--- config.mk ---
export PLATFORM = sky130hd
export DESIGN_NAME = rs_top
export DESIGN_NICKNAME = d
export VERILOG_FILES = /design/src/rs_pkg.sv /design/src/rs_issue_if.sv /design/src/rs_top.sv /design/src/rs_mem_queue.sv /design/src/rs_unordered_station.sv /design/src/rs_dispatch_router.sv
export SDC_FILE = /design/constraint.sdc
export NUM_CORES = 2
export LEC_CHECK = 0
export BUFFER_PORTS_ARGS = -buffer_cell sky130_fd_sc_hd__buf_2
export CAP_MARGIN = 15
export CORE_MARGIN = 2
export CORE_UTILIZATION = 25
export DETAILED_ROUTE_END_ITERATION = 8
export SLEW_MARGIN = 20
export SYNTH_ARGS = -nofsm -noshare
export SYNTH_HDL_FRONTEND = slang
export SYNTH_SLANG_ARGS = --single-unit
export TNS_END_PERCENT = 30
--- constraint.sdc ---
create_clock -name clk -period 5.12 [get_ports clk]
set_clock_uncertainty 0.1 [all_clocks]
set_input_delay 0.256 -clock clk [delete_from_list [all_inputs] [get_ports clk]]
set_output_delay 0.256 -clock clk [all_outputs]
set_load 0.05 [all_outputs]
--- src/rs_pkg.sv ---
package rs_pkg;

    // Widths that carry a meaning
    typedef logic [31:0] word_t;
    typedef logic [5:0]  phys_reg_t;
    typedef logic [7:0]  rob_order_t;
    typedef logic [1:0]  instr_class_t;
    typedef logic [15:0] ctrl_word_t;

    // Station routing codes, code 3 goes nowhere
    localparam instr_class_t CLASS_ALU = 2'd0;
    localparam instr_class_t CLASS_MUL = 2'd1;
    localparam instr_class_t CLASS_MEM = 2'd2;

    // One waiting instruction with its operand tags and values
    typedef struct packed {
        instr_class_t instr_class;
        rob_order_t   order;
        logic         rs1_used;
        logic         rs1_rdy;
        phys_reg_t    rs1_paddr;
        word_t        rs1_data;
        logic         rs2_used;
        logic         rs2_rdy;
        phys_reg_t    rs2_paddr;
        word_t        rs2_data;
        ctrl_word_t   ctrl;
    } rs_instr_t;

    // Capture a writeback into any operand still waiting on its tag
    function automatic rs_instr_t operand_wakeup(
        input rs_instr_t instr,
        input logic      wb_valid,
        input phys_reg_t wb_paddr,
        input word_t     wb_data
    );
        rs_instr_t woken;
        woken = instr;
        if (wb_valid && instr.rs1_used && !instr.rs1_rdy && instr.rs1_paddr == wb_paddr) begin
            woken.rs1_rdy  = 1'b1;
            woken.rs1_data = wb_data;
        end
        if (wb_valid && instr.rs2_used && !instr.rs2_rdy && instr.rs2_paddr == wb_paddr) begin
            woken.rs2_rdy  = 1'b1;
            woken.rs2_data = wb_data;
        end
        return woken;
    endfunction

    // Unused operands never hold an instruction back
    function automatic logic operands_ready(input rs_instr_t instr);
        logic rs1_ok;
        logic rs2_ok;
        rs1_ok = !instr.rs1_used || instr.rs1_rdy;
        rs2_ok = !instr.rs2_used || instr.rs2_rdy;
        return rs1_ok && rs2_ok;
    endfunction

endpackage
--- src/rs_issue_if.sv ---
`timescale 1ns/100ps

// One station to FU issue port, valid answers req in the same cycle
interface rs_issue_if;

    logic                req;
    logic                valid;
    rs_pkg::rob_order_t  order;
    rs_pkg::word_t       rs1_data;
    rs_pkg::word_t       rs2_data;
    rs_pkg::ctrl_word_t  ctrl;

    modport station (
        input  req,
        output valid, order, rs1_data, rs2_data, ctrl
    );

    modport fu (
        output req,
        input  valid, order, rs1_data, rs2_data, ctrl
    );

endinterface

--- src/rs_top.sv ---
`timescale 1ns/100ps

module rs_top #(
    parameter int ALU_ENTRY_BITS = 3,
    parameter int MUL_ENTRY_BITS = 2,
    parameter int MEM_ENTRY_BITS = 4
) (
    input  logic                 clk,
    input  logic                 rst,

    input  logic                 dispatch_valid,
    input  rs_pkg::instr_class_t dispatch_class,
    input  rs_pkg::rob_order_t   dispatch_order,
    input  logic                 dispatch_rs1_used,
    input  logic                 dispatch_rs1_rdy,
    input  rs_pkg::phys_reg_t    dispatch_rs1_paddr,
    input  rs_pkg::word_t        dispatch_rs1_data,
    input  logic                 dispatch_rs2_used,
    input  logic                 dispatch_rs2_rdy,
    input  rs_pkg::phys_reg_t    dispatch_rs2_paddr,
    input  rs_pkg::word_t        dispatch_rs2_data,
    input  rs_pkg::ctrl_word_t   dispatch_ctrl,
    output logic                 stall,

    input  logic                 wb_valid,
    input  rs_pkg::phys_reg_t    wb_paddr,
    input  rs_pkg::word_t        wb_data,

    input  rs_pkg::rob_order_t   rob_head_order,

    input  logic                 alu_issue_req,
    output logic                 alu_issue_valid,
    output rs_pkg::rob_order_t   alu_issue_order,
    output rs_pkg::word_t        alu_issue_rs1_data,
    output rs_pkg::word_t        alu_issue_rs2_data,
    output rs_pkg::ctrl_word_t   alu_issue_ctrl,

    input  logic                 mul_issue_req,
    output logic                 mul_issue_valid,
    output rs_pkg::rob_order_t   mul_issue_order,
    output rs_pkg::word_t        mul_issue_rs1_data,
    output rs_pkg::word_t        mul_issue_rs2_data,
    output rs_pkg::ctrl_word_t   mul_issue_ctrl,

    input  logic                 mem_issue_req,
    output logic                 mem_issue_valid,
    output rs_pkg::rob_order_t   mem_issue_order,
    output rs_pkg::word_t        mem_issue_rs1_data,
    output rs_pkg::word_t        mem_issue_rs2_data,
    output rs_pkg::ctrl_word_t   mem_issue_ctrl
);
    import rs_pkg::*;

    rs_instr_t dispatch_instr;
    rs_instr_t push_instr;
    logic      alu_push, mul_push, mem_push;
    logic      alu_full, mul_full, mem_full;

    rs_issue_if alu_issue ();
    rs_issue_if mul_issue ();
    rs_issue_if mem_issue ();

    assign dispatch_instr = '{
        instr_class: dispatch_class,
        order:       dispatch_order,
        rs1_used:    dispatch_rs1_used,
        rs1_rdy:     dispatch_rs1_rdy,
        rs1_paddr:   dispatch_rs1_paddr,
        rs1_data:    dispatch_rs1_data,
        rs2_used:    dispatch_rs2_used,
        rs2_rdy:     dispatch_rs2_rdy,
        rs2_paddr:   dispatch_rs2_paddr,
        rs2_data:    dispatch_rs2_data,
        ctrl:        dispatch_ctrl
    };

    rs_dispatch_router rs_dispatch_router_i (
        .dispatch_valid (dispatch_valid),
        .dispatch_instr (dispatch_instr),
        .wb_valid       (wb_valid),
        .wb_paddr       (wb_paddr),
        .wb_data        (wb_data),
        .alu_full       (alu_full),
        .mul_full       (mul_full),
        .mem_full       (mem_full),
        .alu_push       (alu_push),
        .mul_push       (mul_push),
        .mem_push       (mem_push),
        .push_instr     (push_instr),
        .stall          (stall)
    );

    rs_unordered_station #(.ENTRY_BITS(ALU_ENTRY_BITS)) alu_station_i (
        .clk        (clk),
        .rst        (rst),
        .push       (alu_push),
        .push_instr (push_instr),
        .wb_valid   (wb_valid),
        .wb_paddr   (wb_paddr),
        .wb_data    (wb_data),
        .full       (alu_full),
        .issue      (alu_issue.station)
    );

    rs_unordered_station #(.ENTRY_BITS(MUL_ENTRY_BITS)) mul_station_i (
        .clk        (clk),
        .rst        (rst),
        .push       (mul_push),
        .push_instr (push_instr),
        .wb_valid   (wb_valid),
        .wb_paddr   (wb_paddr),
        .wb_data    (wb_data),
        .full       (mul_full),
        .issue      (mul_issue.station)
    );

    // In-order queue for loads and stores
    rs_mem_queue #(.ENTRY_BITS(MEM_ENTRY_BITS)) mem_queue_i (
        .clk            (clk),
        .rst            (rst),
        .push           (mem_push),
        .push_instr     (push_instr),
        .wb_valid       (wb_valid),
        .wb_paddr       (wb_paddr),
        .wb_data        (wb_data),
        .rob_head_order (rob_head_order),
        .full           (mem_full),
        .issue          (mem_issue.station)
    );

    // FU side of each issue port
    assign alu_issue.req      = alu_issue_req;
    assign alu_issue_valid    = alu_issue.valid;
    assign alu_issue_order    = alu_issue.order;
    assign alu_issue_rs1_data = alu_issue.rs1_data;
    assign alu_issue_rs2_data = alu_issue.rs2_data;
    assign alu_issue_ctrl     = alu_issue.ctrl;

    assign mul_issue.req      = mul_issue_req;
    assign mul_issue_valid    = mul_issue.valid;
    assign mul_issue_order    = mul_issue.order;
    assign mul_issue_rs1_data = mul_issue.rs1_data;
    assign mul_issue_rs2_data = mul_issue.rs2_data;
    assign mul_issue_ctrl     = mul_issue.ctrl;

    assign mem_issue.req      = mem_issue_req;
    assign mem_issue_valid    = mem_issue.valid;
    assign mem_issue_order    = mem_issue.order;
    assign mem_issue_rs1_data = mem_issue.rs1_data;
    assign mem_issue_rs2_data = mem_issue.rs2_data;
    assign mem_issue_ctrl     = mem_issue.ctrl;

endmodule

--- src/rs_mem_queue.sv ---
`timescale 1ns/100ps

module rs_mem_queue #(
    parameter int ENTRY_BITS = 4
) (
    input  logic               clk,
    input  logic               rst,

    input  logic               push,
    input  rs_pkg::rs_instr_t  push_instr,

    input  logic               wb_valid,
    input  rs_pkg::phys_reg_t  wb_paddr,
    input  rs_pkg::word_t      wb_data,

    input  rs_pkg::rob_order_t rob_head_order,

    output logic               full,
    rs_issue_if.station        issue
);
    import rs_pkg::*;

    localparam int NUM_ENTRIES = 2 ** ENTRY_BITS;

    // Pointers carry one wrap bit above the slot index
    typedef logic [ENTRY_BITS:0]   ptr_t;
    typedef logic [ENTRY_BITS-1:0] slot_t;

    rs_instr_t              entries [NUM_ENTRIES];
    logic [NUM_ENTRIES-1:0] entry_valid;
    ptr_t                   head;
    ptr_t                   tail;
    slot_t                  head_idx;
    slot_t                  tail_idx;
    logic                   empty;
    rs_instr_t              head_instr;
    logic                   do_issue;

    assign head_idx = head[ENTRY_BITS-1:0];
    assign tail_idx = tail[ENTRY_BITS-1:0];

    assign full  = (head[ENTRY_BITS] != tail[ENTRY_BITS]) && (head_idx == tail_idx);
    assign empty = (head == tail);

    assign head_instr = entries[head_idx];

    // Memory ops leave in program order, and only at the ROB head
    assign do_issue = issue.req && !empty && entry_valid[head_idx]
                      && operands_ready(head_instr)
                      && (head_instr.order == rob_head_order);

    assign issue.valid    = do_issue;
    assign issue.order    = do_issue ? head_instr.order    : '0;
    assign issue.rs1_data = do_issue ? head_instr.rs1_data : '0;
    assign issue.rs2_data = do_issue ? head_instr.rs2_data : '0;
    assign issue.ctrl     = do_issue ? head_instr.ctrl     : '0;

    always_ff @(posedge clk) begin
        if (rst) begin
            entry_valid <= '0;
            head        <= '0;
            tail        <= '0;
        end else begin
            if (push) begin
                entry_valid[tail_idx] <= 1'b1;
                tail                  <= tail + ptr_t'(1);
            end
            if (do_issue) begin
                entry_valid[head_idx] <= 1'b0;
                head                  <= head + ptr_t'(1);
            end
        end
    end

    // Wakeup reaches every queued entry, not only the head
    always_ff @(posedge clk) begin
        for (int i = 0; i < NUM_ENTRIES; i++) begin
            if (entry_valid[i]) begin
                entries[i] <= operand_wakeup(entries[i], wb_valid, wb_paddr, wb_data);
            end
        end
        if (push) begin
            entries[tail_idx] <= push_instr;
        end
    end

endmodule

--- src/rs_unordered_station.sv ---
`timescale 1ns/100ps

module rs_unordered_station #(
    parameter int ENTRY_BITS = 3
) (
    input  logic              clk,
    input  logic              rst,

    input  logic              push,
    input  rs_pkg::rs_instr_t push_instr,

    input  logic              wb_valid,
    input  rs_pkg::phys_reg_t wb_paddr,
    input  rs_pkg::word_t     wb_data,

    output logic              full,
    rs_issue_if.station       issue
);
    import rs_pkg::*;

    localparam int NUM_ENTRIES = 2 ** ENTRY_BITS;

    typedef logic [ENTRY_BITS-1:0] slot_t;

    rs_instr_t              entries [NUM_ENTRIES];
    logic [NUM_ENTRIES-1:0] entry_valid;
    logic [NUM_ENTRIES-1:0] entry_ready;
    slot_t                  free_idx;
    slot_t                  issue_idx;
    logic                   do_issue;

    assign full = &entry_valid;

    always_comb begin
        for (int i = 0; i < NUM_ENTRIES; i++) begin
            entry_ready[i] = entry_valid[i] && operands_ready(entries[i]);
        end
    end

    // Lowest free slot, scanned downward so the last hit wins
    always_comb begin
        free_idx = '0;
        for (int i = NUM_ENTRIES - 1; i >= 0; i--) begin
            if (!entry_valid[i]) begin
                free_idx = slot_t'(i);
            end
        end
    end

    // Lowest ready entry
    always_comb begin
        issue_idx = '0;
        for (int i = NUM_ENTRIES - 1; i >= 0; i--) begin
            if (entry_ready[i]) begin
                issue_idx = slot_t'(i);
            end
        end
    end

    assign do_issue = issue.req && (|entry_ready);

    // Outputs read as zero unless an entry goes out
    assign issue.valid    = do_issue;
    assign issue.order    = do_issue ? entries[issue_idx].order    : '0;
    assign issue.rs1_data = do_issue ? entries[issue_idx].rs1_data : '0;
    assign issue.rs2_data = do_issue ? entries[issue_idx].rs2_data : '0;
    assign issue.ctrl     = do_issue ? entries[issue_idx].ctrl     : '0;

    always_ff @(posedge clk) begin
        if (rst) begin
            entry_valid <= '0;
        end else begin
            if (do_issue) begin
                entry_valid[issue_idx] <= 1'b0;
            end
            // Free slot is never the issued one
            if (push) begin
                entry_valid[free_idx] <= 1'b1;
            end
        end
    end

    // Waiting entries keep listening to the writeback bus
    always_ff @(posedge clk) begin
        for (int i = 0; i < NUM_ENTRIES; i++) begin
            if (entry_valid[i]) begin
                entries[i] <= operand_wakeup(entries[i], wb_valid, wb_paddr, wb_data);
            end
        end
        if (push) begin
            entries[free_idx] <= push_instr;
        end
    end

endmodule

--- src/rs_dispatch_router.sv ---
`timescale 1ns/100ps

module rs_dispatch_router (
    input  logic              dispatch_valid,
    input  rs_pkg::rs_instr_t dispatch_instr,

    input  logic              wb_valid,
    input  rs_pkg::phys_reg_t wb_paddr,
    input  rs_pkg::word_t     wb_data,

    input  logic              alu_full,
    input  logic              mul_full,
    input  logic              mem_full,

    output logic              alu_push,
    output logic              mul_push,
    output logic              mem_push,
    output rs_pkg::rs_instr_t push_instr,
    output logic              stall
);
    import rs_pkg::*;

    logic target_full;

    // Same-cycle writeback merged before the entry is stored
    assign push_instr = operand_wakeup(dispatch_instr, wb_valid, wb_paddr, wb_data);

    always_comb begin
        case (dispatch_instr.instr_class)
            CLASS_ALU: target_full = alu_full;
            CLASS_MUL: target_full = mul_full;
            CLASS_MEM: target_full = mem_full;
            default:   target_full = 1'b0;
        endcase
    end

    // Stall only for the class being dispatched
    assign stall = dispatch_valid && target_full;

    always_comb begin
        alu_push = 1'b0;
        mul_push = 1'b0;
        mem_push = 1'b0;
        if (dispatch_valid && !target_full) begin
            case (dispatch_instr.instr_class)
                CLASS_ALU: alu_push = 1'b1;
                CLASS_MUL: mul_push = 1'b1;
                CLASS_MEM: mem_push = 1'b1;
                // Unrouted code is simply dropped
                default: ;
            endcase
        end
    end

endmodule

==> flow_summary.yaml <==
clock_tree:
  cts_buffers: 289
  path_clk_slew_ps: 60
  clockBufferDepth: 4
  cts.sinks: 2954
  clockRootBuffer: "clkbuf_16"
  htreeDepth: 5
  cts_tree: "built"
  clk_latency_ps: 940
run:
  drv_cap: 0
floorplan:
  ioPinCount: 427
  core_area_um2: 517000
  die_x_um: 725
  die_area_um2: 526000
  initial_core_util: 0.251
  die_h_um: 725
  num_rows: 264
grt:
  grt_pass1_wl_mm: 651
  grt_pass1_vias: 83900
  grt_overflow: 0
  grt_antenna_before_repair: 75
  grt_usage: 0.172
  grt_max_degree: 140
power:
  irDropWorstVdd_mv: 0.231
  p_leak_nw: 49.4
  p_per_area_nw_per_um2: 327
  p_total_mw: 50.7
placement:
  portBuffers: 426
  gp_congestion: 0.851
  placedCellCount: 16200
  dp_hpwl_mm: 297
sta:
  report.final.slew_viol_count: 0
  maxSlewHeadroom: 0.167
  setup_tns_ps: 0
  fmax_mhz: 196
  setup_violations: 0
  hold_slack_ps: 43.5
  hold_violations: 0
  worst_pin_slew_ps: 1240
  rsz0062_at_grt: "yes"
  fin_crit_sh: 0.999
  finalWorstPathRequiredPeriod_ps: 5110
critical_path:
  crit_slowest_cell: "or4_4"
  crit_chain: "buf_12 -> nor3_1 -> o21ai_0 -> a41oi_2 -> o2111ai_1 -> or4_4 -> buf_4 -> nor2b_2 -> buf_4 -> buf_12"
  cp_num_buf_inv: 4
  end_kind: "output port"
  cp_max_fo: 17
  critPathTopFamily: "simple AND/OR/NAND/NOR gates"
  setup.worst_path.class: "reg -> out"
  slowest_delay_ps: 730
  arrival_ps: 4760
  critPathLaunchType: "flip-flop"
  cp.required_ps: 4760
cells_and_area:
  syn_to_final_growth_pct: 19.2
  final_util: 0.300
  finalNetCount: 9818
  final_cell_mix: "edfxtp_1 (2912), a21oi_1 (1817), nor2_1 (995), mux4_2 (437), buf_2 (350)"
  fin_cells: 16800
  final_common_cell: "edfxtp_1"
  layout-drive-gt1-share: 0.198
yosys:
  synth_seq_area_share: 0.679
  syn_avg_cell_area_um2: 14.0
  synth_fp_nets: 9474
  synth_area_um2: 130000
  synth_ff_type: "edfxtp_1"
  ys_warn_count: 0
  synth-edff-count: 2912
  netlist-cell-type-count: 57
  ys_seq_elements: 2954
  netlist_instances: 9307
  async_flop_share: 0
routing:
  drtPass1Iterations: 6
  ant_nets: 0
  finalWirelength_mm: 472
  drtIter0Drc: 10500
  drcViolationCount: 0
  drt-vias-per-instance: 5.15
  avgRoutedWirePerCell_um: 28.0
  via_count: 86800
outcome:
  status: "finished clean"
worst_hold_path:
  hold_class: "in -> reg"
state kept, by name, indices dropped and copies added, names as in the netlist, named ones only:
name,flops
alu_station_i.entries,832
alu_station_i.entry_valid,8
mem_queue_i.entries,1664
mem_queue_i.entry_valid,16
mem_queue_i.head,5
mem_queue_i.tail,5
mul_station_i.entries,416
mul_station_i.entry_valid,4
layout make-up:
class / instances / area [um^2]
fill: 51500 / 362000
sequential: 2954 / 88300
multi-input combinational: 5377 / 39300
timing repair buffer: 964 / 9200
tap: 6916 / 8650
clock buffer: 359 / 7670
clock inverter: 153 / 1520
inverter: 65 / 244
antenna: 60 / 150
cell families (layout without fill, tap and decap cells):
logic type | after synthesis | after routing | synth area share
flip-flops | 2954 | 2954 | 0.679
AO/OA/AOI/OAI | 2536 | 2536 | 0.109
AND/OR/NAND/NOR | 1779 | 1779 | 0.0621
buffers and inverters | 976 | 1541 | 0.0290
multiplexers | 685 | 685 | 0.0954
XOR/XNOR | 369 | 369 | 0.0249
adder cells (fa/ha/maj) | 8 | 8 | 0.000770
other | 0 | 60 | 0
cell usage after synthesis, types with 63 or more instances:
library cell	number	share of area
a21oi_1	1818	0.070
buf_1	123	0.0036
nand3_1	102	0.0039
clkbuf_1	729	0.021
nor2b_1	97	0.0047
xor2_1	172	0.012
a211oi_1	121	0.0070
edfxtp_1	2912	0.67
o22ai_1	242	0.012
and3_1	139	0.0067
nor4_1	97	0.0047
inv_1	64	0.0018
nor2_1	1010	0.029
a22oi_1	102	0.0059
o21ai_0	63	0.0024
nand2_1	165	0.0048
xnor2_1	197	0.013
mux4_2	437	0.076
mux2i_1	186	0.014
power breakdown:
| group | switching (mW) | internal (mW) |
|---|---|---|
| Clock | 9.47 | 12.0 |
| Combinational | 1.81 | 0.731 |
| Sequential | 0.0241 | 26.6 |
| Total | 11.3 | 39.4 |
what timing repair did:
action,CTS,global route
setup buffers,11,7
pin swaps,0,1
hold buffers,106,0
endpoints found under the hold margin,2523,0
endpoints found under the setup margin,102,52
resized for setup,7,9
worst reg2reg max path, stage by stage, from the launching register on:
cell     delay, ps
dfxtp_1        610
xnor2_1        140
nand4_1        340
o211a_1        300
and3_1         770
and3_4         570
buf_12         560
nor2_1         340
a21oi_1        180
metrics by stage:
stage	setup slack [ps]	instance area, um^2
floorplan	133	130000
global placement	316	144000
detailed placement	313	144000
CTS	-36.3	155000
global route	-23.4	155000
finish	7.07	155000
per-layer routing:
layer  up-vias  global-route usage  routed length, um  share of wire
met5         -                   0                101        0.00021
met4        16              0.0763              22700          0.048
met3       850              0.0257              39200          0.083
met2      4682               0.287             225000           0.48
met1     44600               0.222             185000           0.39
li1      36600                   -                  -              -
final timing paths:
check,start,to,slack [ps],depth (start not counted)
worst max-delay path,flip-flop,mem_issue_rs1_data[19],7,10
worst min-delay path,dispatch_rs2_data[2],mem_queue_i.entries[1][18]$_DFFE_PP_,40,4
worst max register to register,mem_queue_i.head[1]$_SDFFE_PP0P_,mem_queue_i.entries[5][21]$_DFFE_PP_,1020,8
worst min register to register,mem_queue_i.head[4]$_SDFFE_PP0P_,mem_queue_i.head[4]$_SDFFE_PP0P_,420,2
Note: power is estimated with default switching activity, not from simulation.
